**src/hw/sdmac_pkg.sv**
```systemverilog
/* Shared constants for the SDMAC slave core. The register map is word indexed, and
   port timing is counted in sclk cycles. */
package sdmac_pkg;

    localparam int addr_width = 5;  // Word address bits 6:2 of the host bus
    localparam int data_width = 32; // Host data word
    localparam int pd_width   = 16; // Peripheral data bus

    // Register indices in the lower half of the address space
    localparam logic [addr_width-1:0] reg_wtc  = 5'd1; // Word transfer count
    localparam logic [addr_width-1:0] reg_cntr = 5'd2; // Control
    localparam logic [addr_width-1:0] reg_acr  = 5'd3; // Address
    localparam logic [addr_width-1:0] reg_istr = 5'd7; // Interrupt status, read only

    localparam int wtc_width      = 24;
    localparam int cntr_inten_bit = 2;                      // Interrupt enable
    localparam logic [data_width-1:0] cntr_mask = 32'h0000001f; // Writable CNTR bits

    localparam int istr_inta_bit = 0; // Raw SCSI chip line
    localparam int istr_intb_bit = 1; // Raw spare line
    localparam int istr_int_bit  = 4; // Pending, gated by inten

    localparam int port_sel_bit = 4; // High half goes to the peripheral port
    localparam int pd_sel_lsb   = 2; // Select field is addr 3:2

    localparam logic [1:0] pd_sel_css  = 2'd0; // WD33C93
    localparam logic [1:0] pd_sel_csx0 = 2'd1;
    localparam logic [1:0] pd_sel_csx1 = 2'd2; // Code 3 is the empty select

    localparam int pd_cnt_width = 2;
    localparam logic [pd_cnt_width-1:0] pd_setup_cycles  = 2'd1;
    localparam logic [pd_cnt_width-1:0] pd_strobe_cycles = 2'd3; // Minimum, iordy stretches it
    localparam logic [pd_cnt_width-1:0] pd_hold_cycles   = 2'd1;

    // Port phase encoding
    localparam int pd_phase_width = 2;
    localparam logic [pd_phase_width-1:0] pd_idle   = 2'd0;
    localparam logic [pd_phase_width-1:0] pd_setup  = 2'd1;
    localparam logic [pd_phase_width-1:0] pd_strobe = 2'd2;
    localparam logic [pd_phase_width-1:0] pd_hold   = 2'd3;

    localparam int led_cnt_width = 8;
    localparam logic [led_cnt_width-1:0] led_stretch_cycles = 8'd255; // Visible blink

endpackage

```
**src/hw/cpu_bus_if.sv**
```systemverilog
/* One host request at a time. The payload stays latched until job_free, so the
   downstream blocks read it directly. */
`timescale 1ns/1ps
module cpu_bus_if (
    input  logic                             sclk,
    input  logic                             rst,
    input  logic                             req_valid,
    output logic                             req_ready,
    input  logic [sdmac_pkg::addr_width-1:0] req_addr,
    input  logic                             req_we,
    input  logic [sdmac_pkg::data_width-1:0] req_wdata,
    input  logic                             job_free,
    output logic [sdmac_pkg::addr_width-1:0] job_addr,
    output logic                             job_we,
    output logic [sdmac_pkg::data_width-1:0] job_wdata,
    output logic                             reg_go,
    output logic                             pd_go
);

    logic busy; // High while a job is in flight
    logic take; // Request handshake

    assign req_ready = !busy;
    assign take      = req_valid && !busy;

    always_ff @(posedge sclk) begin
        if (rst) begin
            busy   <= 1'b0;
            reg_go <= 1'b0;
            pd_go  <= 1'b0;
        end else begin
            reg_go <= 1'b0; // Single cycle pulses
            pd_go  <= 1'b0;
            if (take) begin
                busy   <= 1'b1;
                reg_go <= !req_addr[sdmac_pkg::port_sel_bit]; // Register half
                pd_go  <= req_addr[sdmac_pkg::port_sel_bit];  // Peripheral half
            end else if (job_free) begin
                busy <= 1'b0; // Response taken
            end
        end
    end

    always_ff @(posedge sclk) begin
        if (take) begin
            job_addr  <= req_addr;
            job_we    <= req_we;
            job_wdata <= req_wdata;
        end
    end

    // Exactly one target per job
    a_one_target: assert property (@(posedge sclk) disable iff (rst)
        !(reg_go && pd_go));

endmodule

```
**src/hw/sdmac_regs.sv**
```systemverilog
/* Internal SDMAC registers. inta and intb are taken as synchronous to sclk;
   unmapped indices read 0 and ignore writes. */
`timescale 1ns/1ps
module sdmac_regs (
    input  logic                             sclk,
    input  logic                             rst,
    input  logic                             reg_go,
    input  logic [sdmac_pkg::addr_width-1:0] job_addr,
    input  logic                             job_we,
    input  logic [sdmac_pkg::data_width-1:0] job_wdata,
    input  logic                             inta,
    input  logic                             intb,
    output logic                             reg_done,
    output logic [sdmac_pkg::data_width-1:0] reg_rdata,
    output logic                             int_n
);

    logic [sdmac_pkg::wtc_width-1:0]  wtc;  // Transfer count
    logic [sdmac_pkg::data_width-1:0] acr;  // DMA address
    logic [sdmac_pkg::data_width-1:0] cntr; // Control, masked bits only
    logic [sdmac_pkg::data_width-1:0] rd_word;
    logic inta_q;   // Sampled lines for ISTR
    logic intb_q;
    logic int_pend; // Gated interrupt, drives int_n

    always_comb begin
        rd_word = '0; // Unmapped reads as zero
        case (job_addr)
            sdmac_pkg::reg_wtc:  rd_word[sdmac_pkg::wtc_width-1:0] = wtc;
            sdmac_pkg::reg_acr:  rd_word = acr;
            sdmac_pkg::reg_cntr: rd_word = cntr;
            sdmac_pkg::reg_istr: begin
                rd_word[sdmac_pkg::istr_inta_bit] = inta_q;
                rd_word[sdmac_pkg::istr_intb_bit] = intb_q;
                rd_word[sdmac_pkg::istr_int_bit]  = int_pend;
            end
            default: rd_word = '0;
        endcase
    end

    always_ff @(posedge sclk) begin
        if (rst) begin
            wtc      <= '0;
            acr      <= '0;
            cntr     <= '0;
            reg_done <= 1'b0;
            inta_q   <= 1'b0;
            intb_q   <= 1'b0;
            int_pend <= 1'b0;
        end else begin
            reg_done <= reg_go; // Fixed one cycle access
            inta_q   <= inta;
            intb_q   <= intb;
            int_pend <= cntr[sdmac_pkg::cntr_inten_bit] && (inta || intb);
            if (reg_go && job_we) begin
                case (job_addr)
                    sdmac_pkg::reg_wtc:  wtc  <= job_wdata[sdmac_pkg::wtc_width-1:0];
                    sdmac_pkg::reg_acr:  acr  <= job_wdata;
                    sdmac_pkg::reg_cntr: cntr <= job_wdata & sdmac_pkg::cntr_mask;
                    default: ; // ISTR and holes are read only
                endcase
            end
        end
    end

    always_ff @(posedge sclk) begin
        if (reg_go) begin
            reg_rdata <= rd_word;
        end
    end

    assign int_n = !int_pend; // Active low, one cycle behind the lines

    // Completion one cycle after go, and go never back to back from the host side
    a_reg_done: assert property (@(posedge sclk) disable iff (rst)
        reg_go |=> reg_done && !reg_go);

endmodule

```
**src/hw/pd_port.sv**
```systemverilog
/* Strobed 8/16-bit port for a WD33C93 and two spare selects. Select code 3 runs
   the same phases with no chip select or strobe and reads 0. */
`timescale 1ns/1ps
module pd_port (
    input  logic                             sclk,
    input  logic                             rst,
    input  logic                             pd_go,
    input  logic [sdmac_pkg::addr_width-1:0] job_addr,
    input  logic                             job_we,
    input  logic [sdmac_pkg::data_width-1:0] job_wdata,
    input  logic                             iordy,
    input  logic [sdmac_pkg::pd_width-1:0]   pd_in,
    output logic [sdmac_pkg::pd_width-1:0]   pd_out,
    output logic                             pd_oe,
    output logic                             css_n,
    output logic                             csx0_n,
    output logic                             csx1_n,
    output logic                             ior_n,
    output logic                             iow_n,
    output logic                             pd_done,
    output logic [sdmac_pkg::data_width-1:0] pd_rdata
);

    logic [sdmac_pkg::pd_phase_width-1:0] phase;
    logic [sdmac_pkg::pd_cnt_width-1:0]   cnt;  // Cycles left in phase, minus one
    logic [1:0] sel;
    logic sel_ok;     // Real device selected
    logic active;     // Setup through hold
    logic strobe;
    logic strobe_end; // Last strobe cycle, data sampled here

    assign sel        = job_addr[sdmac_pkg::pd_sel_lsb +: 2];
    assign sel_ok     = (sel == sdmac_pkg::pd_sel_css) || (sel == sdmac_pkg::pd_sel_csx0) ||
                        (sel == sdmac_pkg::pd_sel_csx1);
    assign active     = (phase != sdmac_pkg::pd_idle);
    assign strobe     = (phase == sdmac_pkg::pd_strobe);
    assign strobe_end = strobe && (cnt == '0) && (iordy || !sel_ok); // Empty select skips wait

    always_ff @(posedge sclk) begin
        if (rst) begin
            phase <= sdmac_pkg::pd_idle;
            cnt   <= '0;
        end else begin
            case (phase)
                sdmac_pkg::pd_idle: begin
                    if (pd_go) begin
                        phase <= sdmac_pkg::pd_setup;
                        cnt   <= sdmac_pkg::pd_setup_cycles - 1'b1;
                    end
                end
                sdmac_pkg::pd_setup: begin
                    if (cnt == '0) begin
                        phase <= sdmac_pkg::pd_strobe;
                        cnt   <= sdmac_pkg::pd_strobe_cycles - 1'b1;
                    end else begin
                        cnt <= cnt - 1'b1;
                    end
                end
                sdmac_pkg::pd_strobe: begin
                    if (cnt != '0) begin
                        cnt <= cnt - 1'b1;
                    end else if (strobe_end) begin
                        phase <= sdmac_pkg::pd_hold;
                        cnt   <= sdmac_pkg::pd_hold_cycles - 1'b1;
                    end // Else stretched by iordy
                end
                default: begin // Hold
                    if (cnt == '0) begin
                        phase <= sdmac_pkg::pd_idle;
                    end else begin
                        cnt <= cnt - 1'b1;
                    end
                end
            endcase
        end
    end

    always_ff @(posedge sclk) begin
        if (strobe_end) begin
            if (!sel_ok) begin
                pd_rdata <= '0;
            end else if (sel == sdmac_pkg::pd_sel_css) begin
                pd_rdata <= {{(sdmac_pkg::data_width-8){1'b0}}, pd_in[7:0]}; // Byte wide chip
            end else begin
                pd_rdata <= {{(sdmac_pkg::data_width-sdmac_pkg::pd_width){1'b0}}, pd_in};
            end
        end
    end

    assign pd_done = (phase == sdmac_pkg::pd_hold) && (cnt == '0);

    assign css_n  = !(active && sel == sdmac_pkg::pd_sel_css);
    assign csx0_n = !(active && sel == sdmac_pkg::pd_sel_csx0);
    assign csx1_n = !(active && sel == sdmac_pkg::pd_sel_csx1);
    assign ior_n  = !(strobe && sel_ok && !job_we);
    assign iow_n  = !(strobe && sel_ok && job_we);
    assign pd_oe  = active && sel_ok && job_we; // Driven setup through hold
    assign pd_out = (sel == sdmac_pkg::pd_sel_css) ? {8'h00, job_wdata[7:0]} :
                    job_wdata[sdmac_pkg::pd_width-1:0];

    // One strobe at a time, always inside a chip select
    a_strobe_excl: assert property (@(posedge sclk) disable iff (rst)
        (!ior_n || !iow_n) |-> (ior_n != iow_n) && !(css_n && csx0_n && csx1_n));

endmodule

```
**src/hw/bus_response.sv**
```systemverilog
/* Single slot response buffer with LED stretching. Writes answer with rdata 0;
   only one completion can be outstanding. */
`timescale 1ns/1ps
module bus_response (
    input  logic                             sclk,
    input  logic                             rst,
    input  logic                             reg_done,
    input  logic [sdmac_pkg::data_width-1:0] reg_rdata,
    input  logic                             pd_done,
    input  logic [sdmac_pkg::data_width-1:0] pd_rdata,
    input  logic                             job_we,
    output logic                             rsp_valid,
    input  logic                             rsp_ready,
    output logic [sdmac_pkg::data_width-1:0] rsp_rdata,
    output logic                             job_free,
    output logic                             led_rd_n,
    output logic                             led_wr_n
);

    logic done; // Completion from either target
    logic [sdmac_pkg::led_cnt_width-1:0] rd_cnt; // LED hold timers
    logic [sdmac_pkg::led_cnt_width-1:0] wr_cnt;

    assign done     = reg_done || pd_done;
    assign job_free = rsp_valid && rsp_ready; // Response handshake

    always_ff @(posedge sclk) begin
        if (rst) begin
            rsp_valid <= 1'b0;
            rd_cnt    <= '0;
            wr_cnt    <= '0;
        end else begin
            if (done) begin
                rsp_valid <= 1'b1;
            end else if (job_free) begin
                rsp_valid <= 1'b0;
            end
            if (done && !job_we) begin
                rd_cnt <= sdmac_pkg::led_stretch_cycles; // Restart
            end else if (rd_cnt != '0) begin
                rd_cnt <= rd_cnt - 1'b1;
            end
            if (done && job_we) begin
                wr_cnt <= sdmac_pkg::led_stretch_cycles;
            end else if (wr_cnt != '0) begin
                wr_cnt <= wr_cnt - 1'b1;
            end
        end
    end

    always_ff @(posedge sclk) begin
        if (done) begin
            rsp_rdata <= job_we ? '0 : (reg_done ? reg_rdata : pd_rdata);
        end
    end

    assign led_rd_n = (rd_cnt == '0); // Lit while counting
    assign led_wr_n = (wr_cnt == '0);

    // Offered response holds under back-pressure
    a_rsp_hold: assert property (@(posedge sclk) disable iff (rst)
        rsp_valid && !rsp_ready |=> rsp_valid && $stable(rsp_rdata));

endmodule

```
**src/hw/resdmac.sv**
```systemverilog
/* SDMAC slave core top. No bus mastering or DMA engine; the peripheral data bus
   is split into in, out and output enable for an external tri-state pad. */
`timescale 1ns/1ps
module resdmac (
    input  logic                             sclk,
    input  logic                             rst,
    input  logic                             req_valid,
    output logic                             req_ready,
    input  logic [sdmac_pkg::addr_width-1:0] req_addr,
    input  logic                             req_we,
    input  logic [sdmac_pkg::data_width-1:0] req_wdata,
    output logic                             rsp_valid,
    input  logic                             rsp_ready,
    output logic [sdmac_pkg::data_width-1:0] rsp_rdata,
    input  logic                             inta,   // WD33C93 interrupt
    input  logic                             intb,   // Spare interrupt
    output logic                             int_n,  // Wants open collector at the pin
    input  logic                             iordy,
    input  logic [sdmac_pkg::pd_width-1:0]   pd_in,
    output logic [sdmac_pkg::pd_width-1:0]   pd_out,
    output logic                             pd_oe,
    output logic                             css_n,
    output logic                             csx0_n,
    output logic                             csx1_n,
    output logic                             ior_n,
    output logic                             iow_n,
    output logic                             led_rd_n,
    output logic                             led_wr_n
);

    logic [sdmac_pkg::addr_width-1:0] job_addr;
    logic                             job_we;
    logic [sdmac_pkg::data_width-1:0] job_wdata;
    logic                             job_free;
    logic                             reg_go;
    logic                             pd_go;
    logic                             reg_done;
    logic                             pd_done;
    logic [sdmac_pkg::data_width-1:0] reg_rdata;
    logic [sdmac_pkg::data_width-1:0] pd_rdata;

    cpu_bus_if u_cpu_bus_if (
        .sclk      (sclk),
        .rst       (rst),
        .req_valid (req_valid),
        .req_ready (req_ready),
        .req_addr  (req_addr),
        .req_we    (req_we),
        .req_wdata (req_wdata),
        .job_free  (job_free),
        .job_addr  (job_addr),
        .job_we    (job_we),
        .job_wdata (job_wdata),
        .reg_go    (reg_go),
        .pd_go     (pd_go)
    );

    sdmac_regs u_sdmac_regs (
        .sclk      (sclk),
        .rst       (rst),
        .reg_go    (reg_go),
        .job_addr  (job_addr),
        .job_we    (job_we),
        .job_wdata (job_wdata),
        .inta      (inta),
        .intb      (intb),
        .reg_done  (reg_done),
        .reg_rdata (reg_rdata),
        .int_n     (int_n)
    );

    pd_port u_pd_port (
        .sclk      (sclk),
        .rst       (rst),
        .pd_go     (pd_go),
        .job_addr  (job_addr),
        .job_we    (job_we),
        .job_wdata (job_wdata),
        .iordy     (iordy),
        .pd_in     (pd_in),
        .pd_out    (pd_out),
        .pd_oe     (pd_oe),
        .css_n     (css_n),
        .csx0_n    (csx0_n),
        .csx1_n    (csx1_n),
        .ior_n     (ior_n),
        .iow_n     (iow_n),
        .pd_done   (pd_done),
        .pd_rdata  (pd_rdata)
    );

    bus_response u_bus_response (
        .sclk      (sclk),
        .rst       (rst),
        .reg_done  (reg_done),
        .reg_rdata (reg_rdata),
        .pd_done   (pd_done),
        .pd_rdata  (pd_rdata),
        .job_we    (job_we),
        .rsp_valid (rsp_valid),
        .rsp_ready (rsp_ready),
        .rsp_rdata (rsp_rdata),
        .job_free  (job_free),
        .led_rd_n  (led_rd_n),
        .led_wr_n  (led_wr_n)
    );

endmodule

```
**config.mk**
```make
export PLATFORM = sky130hd
export DESIGN_NAME = resdmac
export DESIGN_NICKNAME = d
export VERILOG_FILES = /design/src/hw/sdmac_pkg.sv /design/src/hw/cpu_bus_if.sv /design/src/hw/sdmac_regs.sv /design/src/hw/pd_port.sv /design/src/hw/bus_response.sv /design/src/hw/resdmac.sv
export SDC_FILE = /design/constraint.sdc
export NUM_CORES = 1
export LEC_CHECK = 0
export ABC_AREA = 1
export BUFFER_PORTS_ARGS = -buffer_cell sky130_fd_sc_hd__buf_2
export CAP_MARGIN = 20
export CORE_MARGIN = 10
export CORE_UTILIZATION = 61
export CTS_BUF_LIST = sky130_fd_sc_hd__clkbuf_8 sky130_fd_sc_hd__clkbuf_16
export CTS_CLUSTER_DIAMETER = 100
export CTS_CLUSTER_SIZE = 10
export DETAILED_ROUTE_END_ITERATION = 8
export GPL_TIMING_DRIVEN = 0
export PLACE_DENSITY = 0.89
export SLEW_MARGIN = 20
export SYNTH_ARGS = -nofsm -noshare
export SYNTH_HDL_FRONTEND = slang
export SYNTH_SLANG_ARGS = --single-unit
```
**constraint.sdc**
```tcl
create_clock -name sclk -period 7.3 [get_ports sclk]
set_input_delay 1.095 -clock sclk [delete_from_list [all_inputs] [get_ports sclk]]
set_output_delay 1.095 -clock sclk [all_outputs]
set_load 0.02 [all_outputs]
```
# Yosys cells after proc, flatten, opt, wreduce, memory -nomap -nowiden

Index checks and enable logic that the tools add are counted.
W data, S select, Z words.

$add $sub $neg: 3
Equality and inequality tests: 15
Muxes and demuxes: 25
Bitwise operators: 2
Reductions and logical operators: 53

Operators with widths:

| operator              | count |
|---|---|
| $pmux W19 S2          | 1 |
| $mux W32              | 1 |
| $mux W8               | 4 |
| $mux W2               | 10 |
| $pmux W2 S3           | 3 |
| $logic_and A1 B1 Y1   | 17 |
| $logic_not A8 Y1      | 2 |
| $mux W16              | 1 |
| $reduce_bool A8 Y1    | 2 |
| $sub A8 B1 Y8 const B | 2 |
| $reduce_bool A2 Y1    | 6 |
| $eq A5 B2 Y1 const B  | 2 |
| $logic_not A1 Y1      | 10 |
| $pmux W2 S4           | 1 |
| $eq A2 B2 Y1 const B  | 3 |
| $logic_not A2 Y1      | 3 |
| $ne A2 B2 Y1 const B  | 3 |
| $reduce_and A2 Y1     | 3 |
| $eq A5 B1 Y1 const B  | 1 |
| $eq A5 B3 Y1 const B  | 1 |
| $logic_or A1 B1 Y1    | 5 |
| $reduce_and A5 Y1     | 1 |
| $eq A2 B1 Y1 const B  | 2 |
| $ne A4 B3 Y1 const B  | 1 |
| other kinds (9)       | 13 |

Register bits after elaboration: 223
Input bits: 61
Output and inout bits: 59
Logic and storage cells: 121

# Depth between registers and ports, before layout

Gate-level depths: netlist (run 1).

Depth after elaboration: 9
Depth in mapped cells: 10
Gate-level depth less buffers: 9

# Cells and area by module

A second synthesis (run 1) with hierarchy kept.

Cells, all modules: 1065
Area, all modules: 9257.6 sq um

Modules (own cells, without submodules):

| module       | instances | cells an instance | area each (sq um) | seq. area each (sq um) |
|---|---|---|---|---|
| sdmac_regs   | 1         | 541               | 4152.7            | 2262.2 |
| bus_response | 1         | 295               | 2426.1            | 1301.2 |
| pd_port      | 1         | 178               | 1430.1            | 560.5 |
| cpu_bus_if   | 1         | 51                | 1248.7            | 1201.2 |

# Worst setup path after synthesis (run 1)

Ideal clock, no wire load.

Path kind: in2reg
From: in req_valid
To: reg u_cpu_bus_if.pd_go
Setup time: 75 ps
Data arrival time: 3145 ps
Data required time: 7225 ps
Setup slack: 4080 ps
Cell stages on the path: 4
Buffers on the path: 0
Cells stage by stage: inv_1 > nor2_1 > nand2_1 > nor2_1

Longest elaborated chain between the ends: 3

Ends and longest elaborated chain:

| element                     | RTL line         | source |
|---|---|---|
| start, declared             | resdmac.sv:7     | `input logic req_valid,` |
| $logic_and A1 B1 Y1         | cpu_bus_if.sv:24 | `assign take = req_valid && !busy;` |
| named net u_cpu_bus_if.take | cpu_bus_if.sv:21 | `logic take;` |
| $not A1 Y1 (no line)        | n/a              |  |
| $reduce_or A2 Y1 (no line)  | n/a              |  |
| end signal, assigned        | cpu_bus_if.sv:37 | `pd_go <= req_addr[sdmac_pkg::port_sel_bit];` |
| end, declared               | cpu_bus_if.sv:17 | `output logic pd_go` |

The timed path passes the listed nets, and every way through them passes these cells.
A chain may end at the register's enable or synchronous reset.

# Worst setup path in the final report (run 1)

From: reg u_cpu_bus_if.job_we
To: out ior_n

Longest elaborated chain between the ends: 3

Ends and longest elaborated chain:

| element                | RTL line         | source |
|---|---|---|
| start, declared        | cpu_bus_if.sv:14 | `output logic job_we,` |
| start signal, assigned | cpu_bus_if.sv:47 | `job_we <= req_we;` |
| $logic_not A1 Y1       | pd_port.sv:95    | `assign ior_n = !(strobe && sel_ok && !job_we);` |
| $logic_and A1 B1 Y1    | pd_port.sv:95    |  |
| $logic_not A1 Y1       | pd_port.sv:95    |  |
| end, declared          | resdmac.sv:25    | `output logic ior_n,` |

Every way passes these cells.

==> results.py, run 1 <==
metrics = {
    "critical_path": {
        "crit_chain": "inv_1 -> clkbuf_1 -> clkbuf_1 -> nand3_1 -> buf_2",
        "worst-path-buf-inv": 4,
        "reg2reg_depth": 9,
        "regToRegStartpoint": "u_pd_port.cnt[0]$_SDFFE_PP0P_",
        "crit_fanout": 10,
        "cpMaxStageDelayCell": "edfxtp_1",
        "startpoint": "u_cpu_bus_if.job_we$_DFFE_PP_",
        "worstPathArrival_ns": 2.18,
        "r2r-end": "u_bus_response.rd_cnt[6]$_SDFFE_PP0P_",
        "critPathRequiredTime_ns": 6.20,
        "worstSetupEndpointType": "primary output",
        "cp_common_cell": "clkbuf_1",
        "cp-start-kind": "register",
        "r2r_slack_ns": 4.98,
        "slowest_delay_ns": 0.50,
        "path_class": "register to primary output",
        "path_delay_family": "buffers and inverters",
    },
    "cells_and_area": {
        "n_fill_cell": 892,
        "syn2layout_area_growth_pct": 18.4,
        "insertedDiodeCount": 0,
        "final_cell_area_um2": 9900,
        "multi_input_area_um2": 2330,
        "nets": 1093,
        "layout-drive-gt1-share_pct": 18.1,
        "seqCellArea_um2": 5330,
    },
    "floorplan": {
        "io_pins": 120,
        "die_h_um": 137,
        "die-area_um2": 18800,
        "die_w_um": 137,
        "rows": 42,
        "initial_utilization_pct": 62.6,
        "core_area_um2": 13300,
    },
    "global_routing": {
        "grt_max_degree": 36,
        "antenna_found_initial": 0,
        "grt_usage_pct": 20.1,
        "grt_pass1_wl_mm": 30.6,
        "overflow": 0,
        "grt_pass1_vias": 6232,
    },
    "route": {
        "vias": 6443,
        "avgRoutedWirePerCell_um": 15.8,
        "drt-pass1-iter-count": 6,
        "wirelength_mm": 19.1,
        "drtIter0Drc": 719,
        "routed_via_density": 5.32,
        "antenna_left": 0,
        "drc": 0,
    },
    "placed_design": {
        "gp_congestion": 0.920,
        "numPortBuffers": 118,
        "hpwl_mm": 13.3,
        "place_area_um2": 9210,
    },
    "synthesis": {
        "yosysWarnings": 0,
        "synth_xor_xnor_area_share_pct": 0,
        "synth-edff-count": 118,
        "synth_ff_type": "edfxtp_1",
        "synthAdderAreaFrac_pct": 2.25,
        "synth.net_count": 948,
        "syn-instance-count": 872,
        "muxShareOfSynthArea_pct": 0,
        "synthSimpleGateAreaFrac_pct": 16.4,
        "syn-mean-instance-area_um2": 9.58,
        "synth_compound_area_share_pct": 9.18,
        "ys_seq_area_share_pct": 63.7,
        "ys_types": 28,
        "netlist_area_um2": 8360,
        "synthArstFlopShare_pct": 0,
        "synth_top_family_by_area": "simple AND/OR/NAND/NOR gates",
        "synth-seq-cells": 207,
    },
    "power_and_ir_drop": {
        "fin_total_pwr_mw": 2.90,
        "p_sw_share_pct": 28.1,
        "leakage_nw": 4.27,
        "powerDensity_nw_per_um2": 293,
        "sequentialPowerShare_pct": 47.6,
        "p_clk_share_pct": 35.2,
        "peakVddDrop_mv": 0.182,
        "cellInternalPower_mw": 2.09,
        "combPwrFrac_pct": 17.2,
        "switchingPower_mw": 0.815,
    },
    "flow_run": {
        "drv_cap": 0,
    },
    "clock_tree": {
        "htreeDepth": 1,
        "max-clock-path-buffers": 3,
        "root_buffer": "clkbuf_16",
        "cts_resized": 0,
        "tritoncts.num_buffers": 24,
        "clkTransAtPathRegs_ns": 0.05,
        "cts_tree": "done",
        "clock-sinks": 207,
        "cts_hold_buf": 0,
        "insertion_delay_ns": 0.51,
        "cts_setup_buffers": 0,
    },
    "hold_path": {
        "hold_depth": 2,
        "min_to": "u_sdmac_regs.acr[11]$_SDFFE_PP0P_",
        "worstHoldStart": "u_sdmac_regs.acr[11]$_SDFFE_PP0P_",
        "hp-class": "register to register",
    },
    "sta": {
        "timing.fmax_mhz": 305,
        "fin_crit_sh_pct": 44.8,
        "timing.slew.headroom_pct": 44.8,
        "rsz0062_at_grt": "false",
        "skew_ns": 0.0157,
        "setup_tns_ns": 0,
        "fin_crit_ns": 3.27,
        "slew_violations": 0,
        "hold_viol_final": 0,
        "tightest_slew_ns": 0.825,
        "setup_viol": 0,
    },
    "outcome": {
        "outcome": "finished clean",
    },
}
[tightest hold or removal path, cell delays in order (launching register included)]
cell     delay [ns]
dfxtp_1        0.29
inv_1          0.06
a21oi_1        0.05
[kinds of logic after synthesis]
logic type	after synthesis
DFF	207
buffers and inverters	170
adders and majority gates	15
AOI/OAI and AO/OA	151
and+or+nand+nor	329
[per-stage QoR]
step | util [%] | hold slack (ns) | setup WS [ns] | cells
floorplan | - | 0.425 | 4.08 | 872
global placement | 68.7 | 0.434 | 3.12 | 1166
detailed placement | 69.0 | 0.441 | 4.60 | 1167
CTS | 74.1 | 0.449 | 4.06 | 1211
global route | 74.1 | 0.477 | 3.91 | 1211
finish | 74.1 | 0.450 | 4.03 | 1211
[flip-flops by register name, indices dropped and copies added (netlist names), 8 cells and up]
signal and cells:
u_bus_response.wr_cnt 8, u_sdmac_regs.acr 32, u_bus_response.rd_cnt 8, u_pd_port.pd_rdata 16
u_bus_response.rsp_rdata 32, u_sdmac_regs.reg_rdata 32, u_cpu_bus_if.job_wdata 32, u_sdmac_regs.wtc 24
[cell usage after synthesis, drive strengths merged (6+ instances only)]
cell type	n	area (µm²)
nor2	156	617
inv	123	462
edfxtp	118	3540
nand2	114	430
o21ai	103	516
dfxtp	89	1780
a21oi	44	220
buf	30	184
nor3	30	150
nand3	23	133
clkbuf	17	65.1
ha	15	188
nand4	6	37.5
[per-layer routing]
layer  vias to the layer above  routed length, µm  GRT usage (%)
li1                       3120                  -              -
met1                      2960               7360           25.0
met2                       323               9300           34.2
met3                        40               2090           4.77
met4                         0                379           5.68
met5                         -                  0              0
[worst max path at each step]
stage	end	slack [ns]	cells past startpoint
4_1_cts	ior_n	4.06	5
6_report	ior_n	4.03	5
3_3_place_gp	u_cpu_bus_if.reg_go$_SDFF_PP0_	3.12	5
2_1_floorplan	u_cpu_bus_if.pd_go$_SDFF_PP0_	4.08	4
3_5_place_dp	ior_n	4.60	5
5_1_grt	ior_n	3.91	5
[layout by cell type, fill, tap and decap left out, types with 2 or more instances in the layout]
cell type	instances
dfxtp_1	88
clkbuf_1	16
ha_1	15
nor3_1	30
inv_1	138
o21ai_0	70
edfxtp_1	118
nand2_2	2
buf_2	136
clkbuf_16	24
inv_2	3
nand4_1	6
buf_6	2
nand3_1	21
a21oi_1	44
buf_4	9
nand2_1	112
o21ai_1	33
nor2_1	152
nor2_4	3
[power by group through the flow]
stage | logic (mW) | clock network, mW | registers (mW)
global placement | 0.461 | 0 | 1.40
CTS | 0.499 | 1.04 | 1.38
detailed placement | 0.488 | 0 | 1.40
finish | 0.499 | 1.02 | 1.38
global route | 0.567 | 1.09 | 1.39
floorplan | 0.338 | 0 | 1.41
[cell type report]
| cell class | instances | share of cell area, % |
|---|---|---|
| Timing Repair Buffer | 119 | 6.25 |
| Clock inverter | 20 | 0.898 |
| Tap cell | 176 | 2.23 |
| Sequential cell | 207 | 53.8 |
| Inverter | 123 | 4.66 |
| Clock buffer | 24 | 6.07 |
| Multi-Input combinational cell | 495 | 23.6 |
| Buffer | 47 | 2.52 |
(Power assumes the default switching activity.)
==> inputs of run 2 (changes only) <==
--- a/config.mk
+++ b/config.mk
@@ -9,13 +9,13 @@
 export BUFFER_PORTS_ARGS = -buffer_cell sky130_fd_sc_hd__buf_2
 export CAP_MARGIN = 20
 export CORE_MARGIN = 10
-export CORE_UTILIZATION = 61
+export CORE_UTILIZATION = 57
 export CTS_BUF_LIST = sky130_fd_sc_hd__clkbuf_8 sky130_fd_sc_hd__clkbuf_16
 export CTS_CLUSTER_DIAMETER = 100
 export CTS_CLUSTER_SIZE = 10
 export DETAILED_ROUTE_END_ITERATION = 8
 export GPL_TIMING_DRIVEN = 0
-export PLACE_DENSITY = 0.89
+export PLACE_DENSITY = 0.84
 export SLEW_MARGIN = 20
 export SYNTH_ARGS = -nofsm -noshare
 export SYNTH_HDL_FRONTEND = slang
==> constraint.sdc (replaced) <==
create_clock -name sclk -period 3.4 [get_ports sclk]
set_input_delay 0.51 -clock sclk [delete_from_list [all_inputs] [get_ports sclk]]
set_output_delay 0.51 -clock sclk [all_outputs]
set_load 0.02 [all_outputs]
==> run 2 against run 1 <==
  * Sequential share of layout area shrank 0.31 points
  * Power grew 110%
  * Register-to-register slack lost 3.7 ns
  * Cell count grew 0.66%
  * Non-clock buffer count grew 2
  * Sequential power grew 110%
  * Critical endpoint unchanged
  * Largest cell class unchanged
  * Final area grew 0.58%
  * Highest routed layer unchanged
  * Via count shrank 2.1%
==> results.py, run 2 (same netlist as run 1, synthesis figures left out) <==
metrics = {
    "outcome": {
        "outcome": "finished clean",
    },
    "power_and_ir_drop": {
        "switchingPower_mw": 1.75,
        "leakage_nw": 4.29,
        "cellInternalPower_mw": 4.49,
        "sequentialPowerShare_pct": 47.5,
        "p_sw_share_pct": 28.0,
        "powerDensity_nw_per_um2": 626,
        "combPwrFrac_pct": 17.0,
        "peakVddDrop_mv": 0.493,
        "p_clk_share_pct": 35.5,
        "fin_total_pwr_mw": 6.24,
    },
    "route": {
        "antenna_left": 0,
        "drt-pass1-iter-count": 5,
        "routed_via_density": 5.18,
        "vias": 6310,
        "avgRoutedWirePerCell_um": 15.7,
        "drtIter0Drc": 540,
        "drc": 0,
        "wirelength_mm": 19.1,
    },
    "cells_and_area": {
        "final_common_cell": "nor2_1",
        "syn2layout_area_growth_pct": 19.1,
        "fin_util_pct": 69.0,
        "layout-drive-gt1-share_pct": 18.3,
        "insertedDiodeCount": 0,
        "seqCellArea_um2": 5330,
        "multi_input_area_um2": 2330,
        "nets": 1095,
        "layout_common_cells": "nor2_1, inv_1, buf_2",
        "final_cell_area_um2": 9950,
        "n_fill_cell": 1067,
    },
    "critical_path": {
        "startpoint": "u_cpu_bus_if.job_we$_DFFE_PP_",
        "crit_fanout": 10,
        "cp_common_cell": "clkbuf_1",
        "cp-start-kind": "register",
        "r2r_slack_ns": 1.31,
        "cp.depth": 5,
        "critPathRequiredTime_ns": 2.89,
        "reg2reg_depth": 10,
        "cpMaxStageDelayCell": "edfxtp_1",
        "regToRegStartpoint": "u_cpu_bus_if.job_addr[2]$_DFFE_PP_",
        "crit_chain": "inv_1 -> clkbuf_1 -> clkbuf_1 -> nand3_1 -> buf_2",
        "crit_end": "ior_n",
        "worst-path-buf-inv": 4,
        "slowest_delay_ns": 0.48,
        "path_delay_family": "buffers and inverters",
        "path_class": "register to primary output",
        "worstPathArrival_ns": 2.13,
        "r2r-end": "u_sdmac_regs.reg_rdata[15]$_DFFE_PP_",
        "worstSetupEndpointType": "primary output",
    },
    "clock_tree": {
        "root_buffer": "clkbuf_16",
        "htreeDepth": 1,
        "insertion_delay_ns": 0.51,
        "cts_hold_buf": 0,
        "cts_resized": 0,
        "tritoncts.num_buffers": 24,
        "cts_tree": "done",
        "clkTransAtPathRegs_ns": 0.06,
        "max-clock-path-buffers": 3,
        "clock-sinks": 207,
        "cts_setup_buffers": 0,
    },
    "global_routing": {
        "antenna_found_initial": 0,
        "grt_usage_pct": 18.8,
        "grt_max_degree": 22,
        "overflow": 0,
        "grt_pass1_vias": 6372,
        "grt_pass1_wl_mm": 30.9,
    },
    "placed_design": {
        "gp_congestion": 0.896,
        "numPortBuffers": 118,
        "hpwl_mm": 13.4,
        "dp_slack_ns": 1.33,
        "place_area_um2": 9270,
    },
    "sta": {
        "setup_tns_ns": 0,
        "fin_crit_sh_pct": 77.7,
        "setup_viol": 0,
        "timing.slew.headroom_pct": 54.7,
        "tightest_slew_ns": 0.677,
        "skew_ns": 0.00998,
        "timing.fmax_mhz": 379,
        "fin_crit_ns": 2.64,
        "rsz0062_at_grt": "false",
        "slew_violations": 0,
        "fin_ws_ns": 0.759,
        "hold_viol_final": 0,
    },
    "floorplan": {
        "initial_utilization_pct": 57.9,
        "die-area_um2": 19900,
        "io_pins": 120,
        "rows": 44,
        "core_area_um2": 14400,
        "die_w_um": 141,
        "die_h_um": 141,
    },
    "hold_path": {
        "hp-class": "primary input to register",
    },
    "flow_run": {
        "drv_cap": 0,
    },
}
run 2: changes by cell type in the layout (fill, tap and decap cells not counted):
cell,previous run,this run
inv_1,138,136
buf_16,1,3
run 2: through the flow:
| step | cells | hold WS [ns] |
|---|---|---|
| final | 1219 | 0.172 |
| after CTS | 1219 | 0.164 |
| after global routing | 1219 | 0.168 |
| after global placement | 1174 | 0.434 |
| after floorplan | 872 | 0.425 |
| after detailed placement | 1177 | 0.439 |
run 2: area by class of cell:
type	count	area share [%]
Buffer	47	2.50
Tap cell	184	2.31
Timing Repair Buffer	121	6.76
Inverter	123	4.64
Sequential cell	207	53.5
Multi-Input combinational cell	495	23.4
Clock inverter	18	0.817
Clock buffer	24	6.03
run 2: worst min-delay path by stage:
stage / depth (start not counted) / endpoint / startpoint / slack [ns]
detailed placement: 2 / u_sdmac_regs.acr[22]$_SDFFE_PP0P_ / u_sdmac_regs.acr[22]$_SDFFE_PP0P_ / 0.44
CTS: 1 / u_cpu_bus_if.job_wdata[11]$_DFFE_PP_ / req_wdata[11] / 0.16
floorplan: 2 / u_sdmac_regs.acr[11]$_SDFFE_PP0P_ / u_sdmac_regs.acr[11]$_SDFFE_PP0P_ / 0.42
finish: 1 / u_cpu_bus_if.job_wdata[11]$_DFFE_PP_ / req_wdata[11] / 0.17
global route: 1 / u_cpu_bus_if.job_wdata[7]$_DFFE_PP_ / req_wdata[7] / 0.17
global placement: 2 / u_sdmac_regs.acr[16]$_SDFFE_PP0P_ / u_sdmac_regs.acr[16]$_SDFFE_PP0P_ / 0.43
run 2: worst reg2reg max path: stages, from the launching register on:
cell and delay [ns]:
edfxtp_1 0.43, inv_1 0.11, ha_1 0.17, buf_4 0.21, inv_2 0.08, nor2_8 0.11
nand3_4 0.14, inv_2 0.15, buf_2 0.26, nand2_1 0.08, o21ai_0 0.14
run 2: per-layer routing:
metal	part of all wire, %	GRT usage (%)
met1	40	22.5
met2	50	32.9
met3	8.8	4.43
met4	1.6	5.27
met5	0	0
run 2: power by group through the flow:
stage                     Clock [mW]  Combinational (mW)  Sequential [mW]
after floorplan                    0               0.726             3.03
after global placement             0                1.00             3.01
after detailed placement           0                1.06             3.01
after CTS                       2.24                1.07             2.96
after global routing            2.34                1.21             2.98
final                           2.21                1.06             2.96
==> inputs of run 3 (changes only) <==
--- a/config.mk
+++ b/config.mk
@@ -9,13 +9,13 @@
 export BUFFER_PORTS_ARGS = -buffer_cell sky130_fd_sc_hd__buf_2
 export CAP_MARGIN = 20
 export CORE_MARGIN = 10
-export CORE_UTILIZATION = 57
+export CORE_UTILIZATION = 51
 export CTS_BUF_LIST = sky130_fd_sc_hd__clkbuf_8 sky130_fd_sc_hd__clkbuf_16
 export CTS_CLUSTER_DIAMETER = 100
 export CTS_CLUSTER_SIZE = 10
 export DETAILED_ROUTE_END_ITERATION = 8
 export GPL_TIMING_DRIVEN = 0
-export PLACE_DENSITY = 0.84
+export PLACE_DENSITY = 0.8
 export SLEW_MARGIN = 20
 export SYNTH_ARGS = -nofsm -noshare
 export SYNTH_HDL_FRONTEND = slang
==> constraint.sdc (replaced) <==
create_clock -name sclk -period 2.35 [get_ports sclk]
set_input_delay 0.3525 -clock sclk [delete_from_list [all_inputs] [get_ports sclk]]
set_output_delay 0.3525 -clock sclk [all_outputs]
set_load 0.02 [all_outputs]
==> run 3 against run 2 <==
  * Register-to-register slack worse by 1.1 ns
  * Die area increased by 10%
  * Global-route usage fell by 2.1 points
  * Combinational power is 42% higher
  * Worst hold slack got worse by 0.16 ns
  * Routed wire length fell by 3.3%
  * Power rose by 44%
  * First-iteration DRC count is 6.3% lower
  * Clock power rose by 44%
  * Clock-buffer cell count unchanged
  * Critical path type unchanged
  * Critical endpoint unchanged
==> results.py, run 3 (same netlist as run 1, synthesis figures left out) <==
metrics = {
    "outcome": {
        "outcome": "finished clean",
    },
    "critical_path": {
        "regToRegStartpoint": "u_cpu_bus_if.job_addr[2]$_DFFE_PP_",
        "crit_end": "ior_n",
        "cp-start-kind": "register",
        "cp.depth": 5,
        "critPathRequiredTime_ns": 2.00,
        "path_class": "register to primary output",
        "worstPathArrival_ns": 1.87,
        "worst-path-buf-inv": 4,
        "r2r-end": "u_sdmac_regs.reg_rdata[3]$_DFFE_PP_",
        "slowest_delay_ns": 0.48,
        "worstSetupEndpointType": "primary output",
        "crit_chain": "inv_1 -> clkbuf_2 -> clkbuf_2 -> nand3_1 -> buf_2",
        "cpMaxStageDelayCell": "edfxtp_1",
        "path_delay_family": "buffers and inverters",
        "startpoint": "u_cpu_bus_if.job_we$_DFFE_PP_",
        "cp_common_cell": "clkbuf_2",
        "crit_fanout": 10,
        "reg2reg_depth": 9,
        "r2r_slack_ns": 0.21,
    },
    "placed_design": {
        "gp_congestion": 0.888,
        "hpwl_mm": 13.2,
        "place_area_um2": 9250,
        "dp_slack_ns": 0.0810,
        "numPortBuffers": 118,
        "place_inst": 1207,
    },
    "power_and_ir_drop": {
        "fin_total_pwr_mw": 9.00,
        "leakage_nw": 4.29,
        "powerDensity_nw_per_um2": 901,
        "peakVddDrop_mv": 0.556,
    },
    "clock_tree": {
        "root_buffer": "clkbuf_16",
        "cts_setup_buffers": 0,
        "clock-sinks": 207,
        "insertion_delay_ns": 0.51,
        "htreeDepth": 1,
        "tritoncts.num_buffers": 24,
        "clkTransAtPathRegs_ns": 0.06,
        "max-clock-path-buffers": 3,
        "cts_tree": "done",
    },
    "cells_and_area": {
        "final_cell_area_um2": 9980,
        "layout_common_cells": "nor2_1, inv_1, buf_2",
        "layout-drive-gt1-share_pct": 18.2,
        "syn2layout_area_growth_pct": 19.4,
        "nets": 1097,
        "fin_cells": 1254,
        "insertedDiodeCount": 0,
        "final_common_cell": "nor2_1",
    },
    "route": {
        "antenna_left": 0,
        "wirelength_mm": 18.5,
        "drt-pass1-iter-count": 5,
        "routed_via_density": 4.93,
        "drc": 0,
        "drtIter0Drc": 506,
        "avgRoutedWirePerCell_um": 14.7,
        "vias": 6177,
    },
    "sta": {
        "fin_crit_ns": 2.22,
        "setup_viol": 0,
        "slew_violations": 0,
        "hold_viol_final": 0,
        "fin_crit_sh_pct": 94.5,
        "fin_ws_ns": 0.129,
        "tightest_slew_ns": 0.759,
        "rsz0062_at_grt": "false",
        "timing.slew.headroom_pct": 49.4,
        "setup_tns_ns": 0,
        "timing.fmax_mhz": 450,
        "skew_ns": 0.0112,
    },
    "global_routing": {
        "grt_usage_pct": 16.6,
        "grt_pass1_vias": 6006,
        "antenna_found_initial": 0,
        "grt_pass1_wl_mm": 29.9,
        "overflow": 0,
        "grt_max_degree": 36,
    },
    "floorplan": {
        "die_h_um": 148,
        "die-area_um2": 21900,
        "initial_utilization_pct": 52.2,
        "core_area_um2": 16000,
        "die_w_um": 148,
        "io_pins": 120,
        "rows": 46,
    },
    "flow_run": {
        "drv_cap": 0,
    },
    "hold_path": {
        "hp-class": "primary input to register",
    },
}
[run 3: cell count changes in the layout (fill, tap and decap cells not counted)]
cell / change
dlygate4sd3_1: +4
buf_16: -3
clkbuf_1: -2
clkbuf_2: +2
buf_12: +1
inv_1: +1
nand2_2: -1
nand2_4: +1
[run 3: worst min path at each step]
stage,slack [ns],from,cells after the start,to
floorplan,0.42,u_sdmac_regs.acr[11]$_SDFFE_PP0P_,2,u_sdmac_regs.acr[11]$_SDFFE_PP0P_
global placement,0.43,u_sdmac_regs.acr[20]$_SDFFE_PP0P_,2,u_sdmac_regs.acr[20]$_SDFFE_PP0P_
detailed placement,0.44,u_sdmac_regs.acr[19]$_SDFFE_PP0P_,2,u_sdmac_regs.acr[19]$_SDFFE_PP0P_
CTS,0.0004,req_wdata[25],1,u_cpu_bus_if.job_wdata[25]$_DFFE_PP_
global route,0.0009,req_we,1,u_cpu_bus_if.job_we$_DFFE_PP_
finish,0.02,req_wdata[21],1,u_cpu_bus_if.job_wdata[21]$_DFFE_PP_
[run 3: cell type report]
| cell class | instances | area (µm²) |
|---|---|---|
| plain buffers | 47 | 251 |
| clock buffers | 24 | 601 |
| clock inverters | 19 | 85.1 |
| fillers | 1357 | 6020 |
| inverters | 123 | 462 |
| multi-input cells | 495 | 2340 |
| flip-flops and latches | 207 | 5330 |
| well taps | 216 | 270 |
| repair buffers | 123 | 651 |
[run 3: metrics by stage]
step / util [%] / hold slack (ns)
after floorplan: - / 0.425
after global placement: 57.6 / 0.434
after detailed placement: 57.8 / 0.440
after CTS: 62.4 / 0.000431
after global routing: 62.4 / 0.000905
final: 62.4 / 0.0152
[run 3: repair_timing]
action,in CTS,in global routing
gates resized for setup,2,1
hold buffers,4,0
hold endpoints to repair,4,0
cloned,0,0
setup endpoints to repair,2,11
[run 3: power by group]
group	switching, mW	total, mW	internal [mW]	leakage, nW
logic	0.995	1.51	0.517	2.04
clock network	1.36	3.19	1.84	0.397
registers	0.158	4.29	4.13	1.85
total	2.51	9.00	6.48	4.29
[run 3: metal layers]
layer	share of wire (%)	vias up	track usage, %
met4	2.1	0	5.25
met3	8.7	33	4.40
li1	-	3127	-
met1	44	2792	21.5
met2	45	225	26.7
met5	0	-	0
[run 3: worst register-to-register path, stage by stage (launching register included)]
cell	delay [ns]
edfxtp_1	0.42
inv_1	0.10
ha_1	0.20
buf_4	0.20
inv_2	0.08
nor2_8	0.12
nand2_1	0.10
buf_2	0.20
buf_2	0.22
o211ai_1	0.29
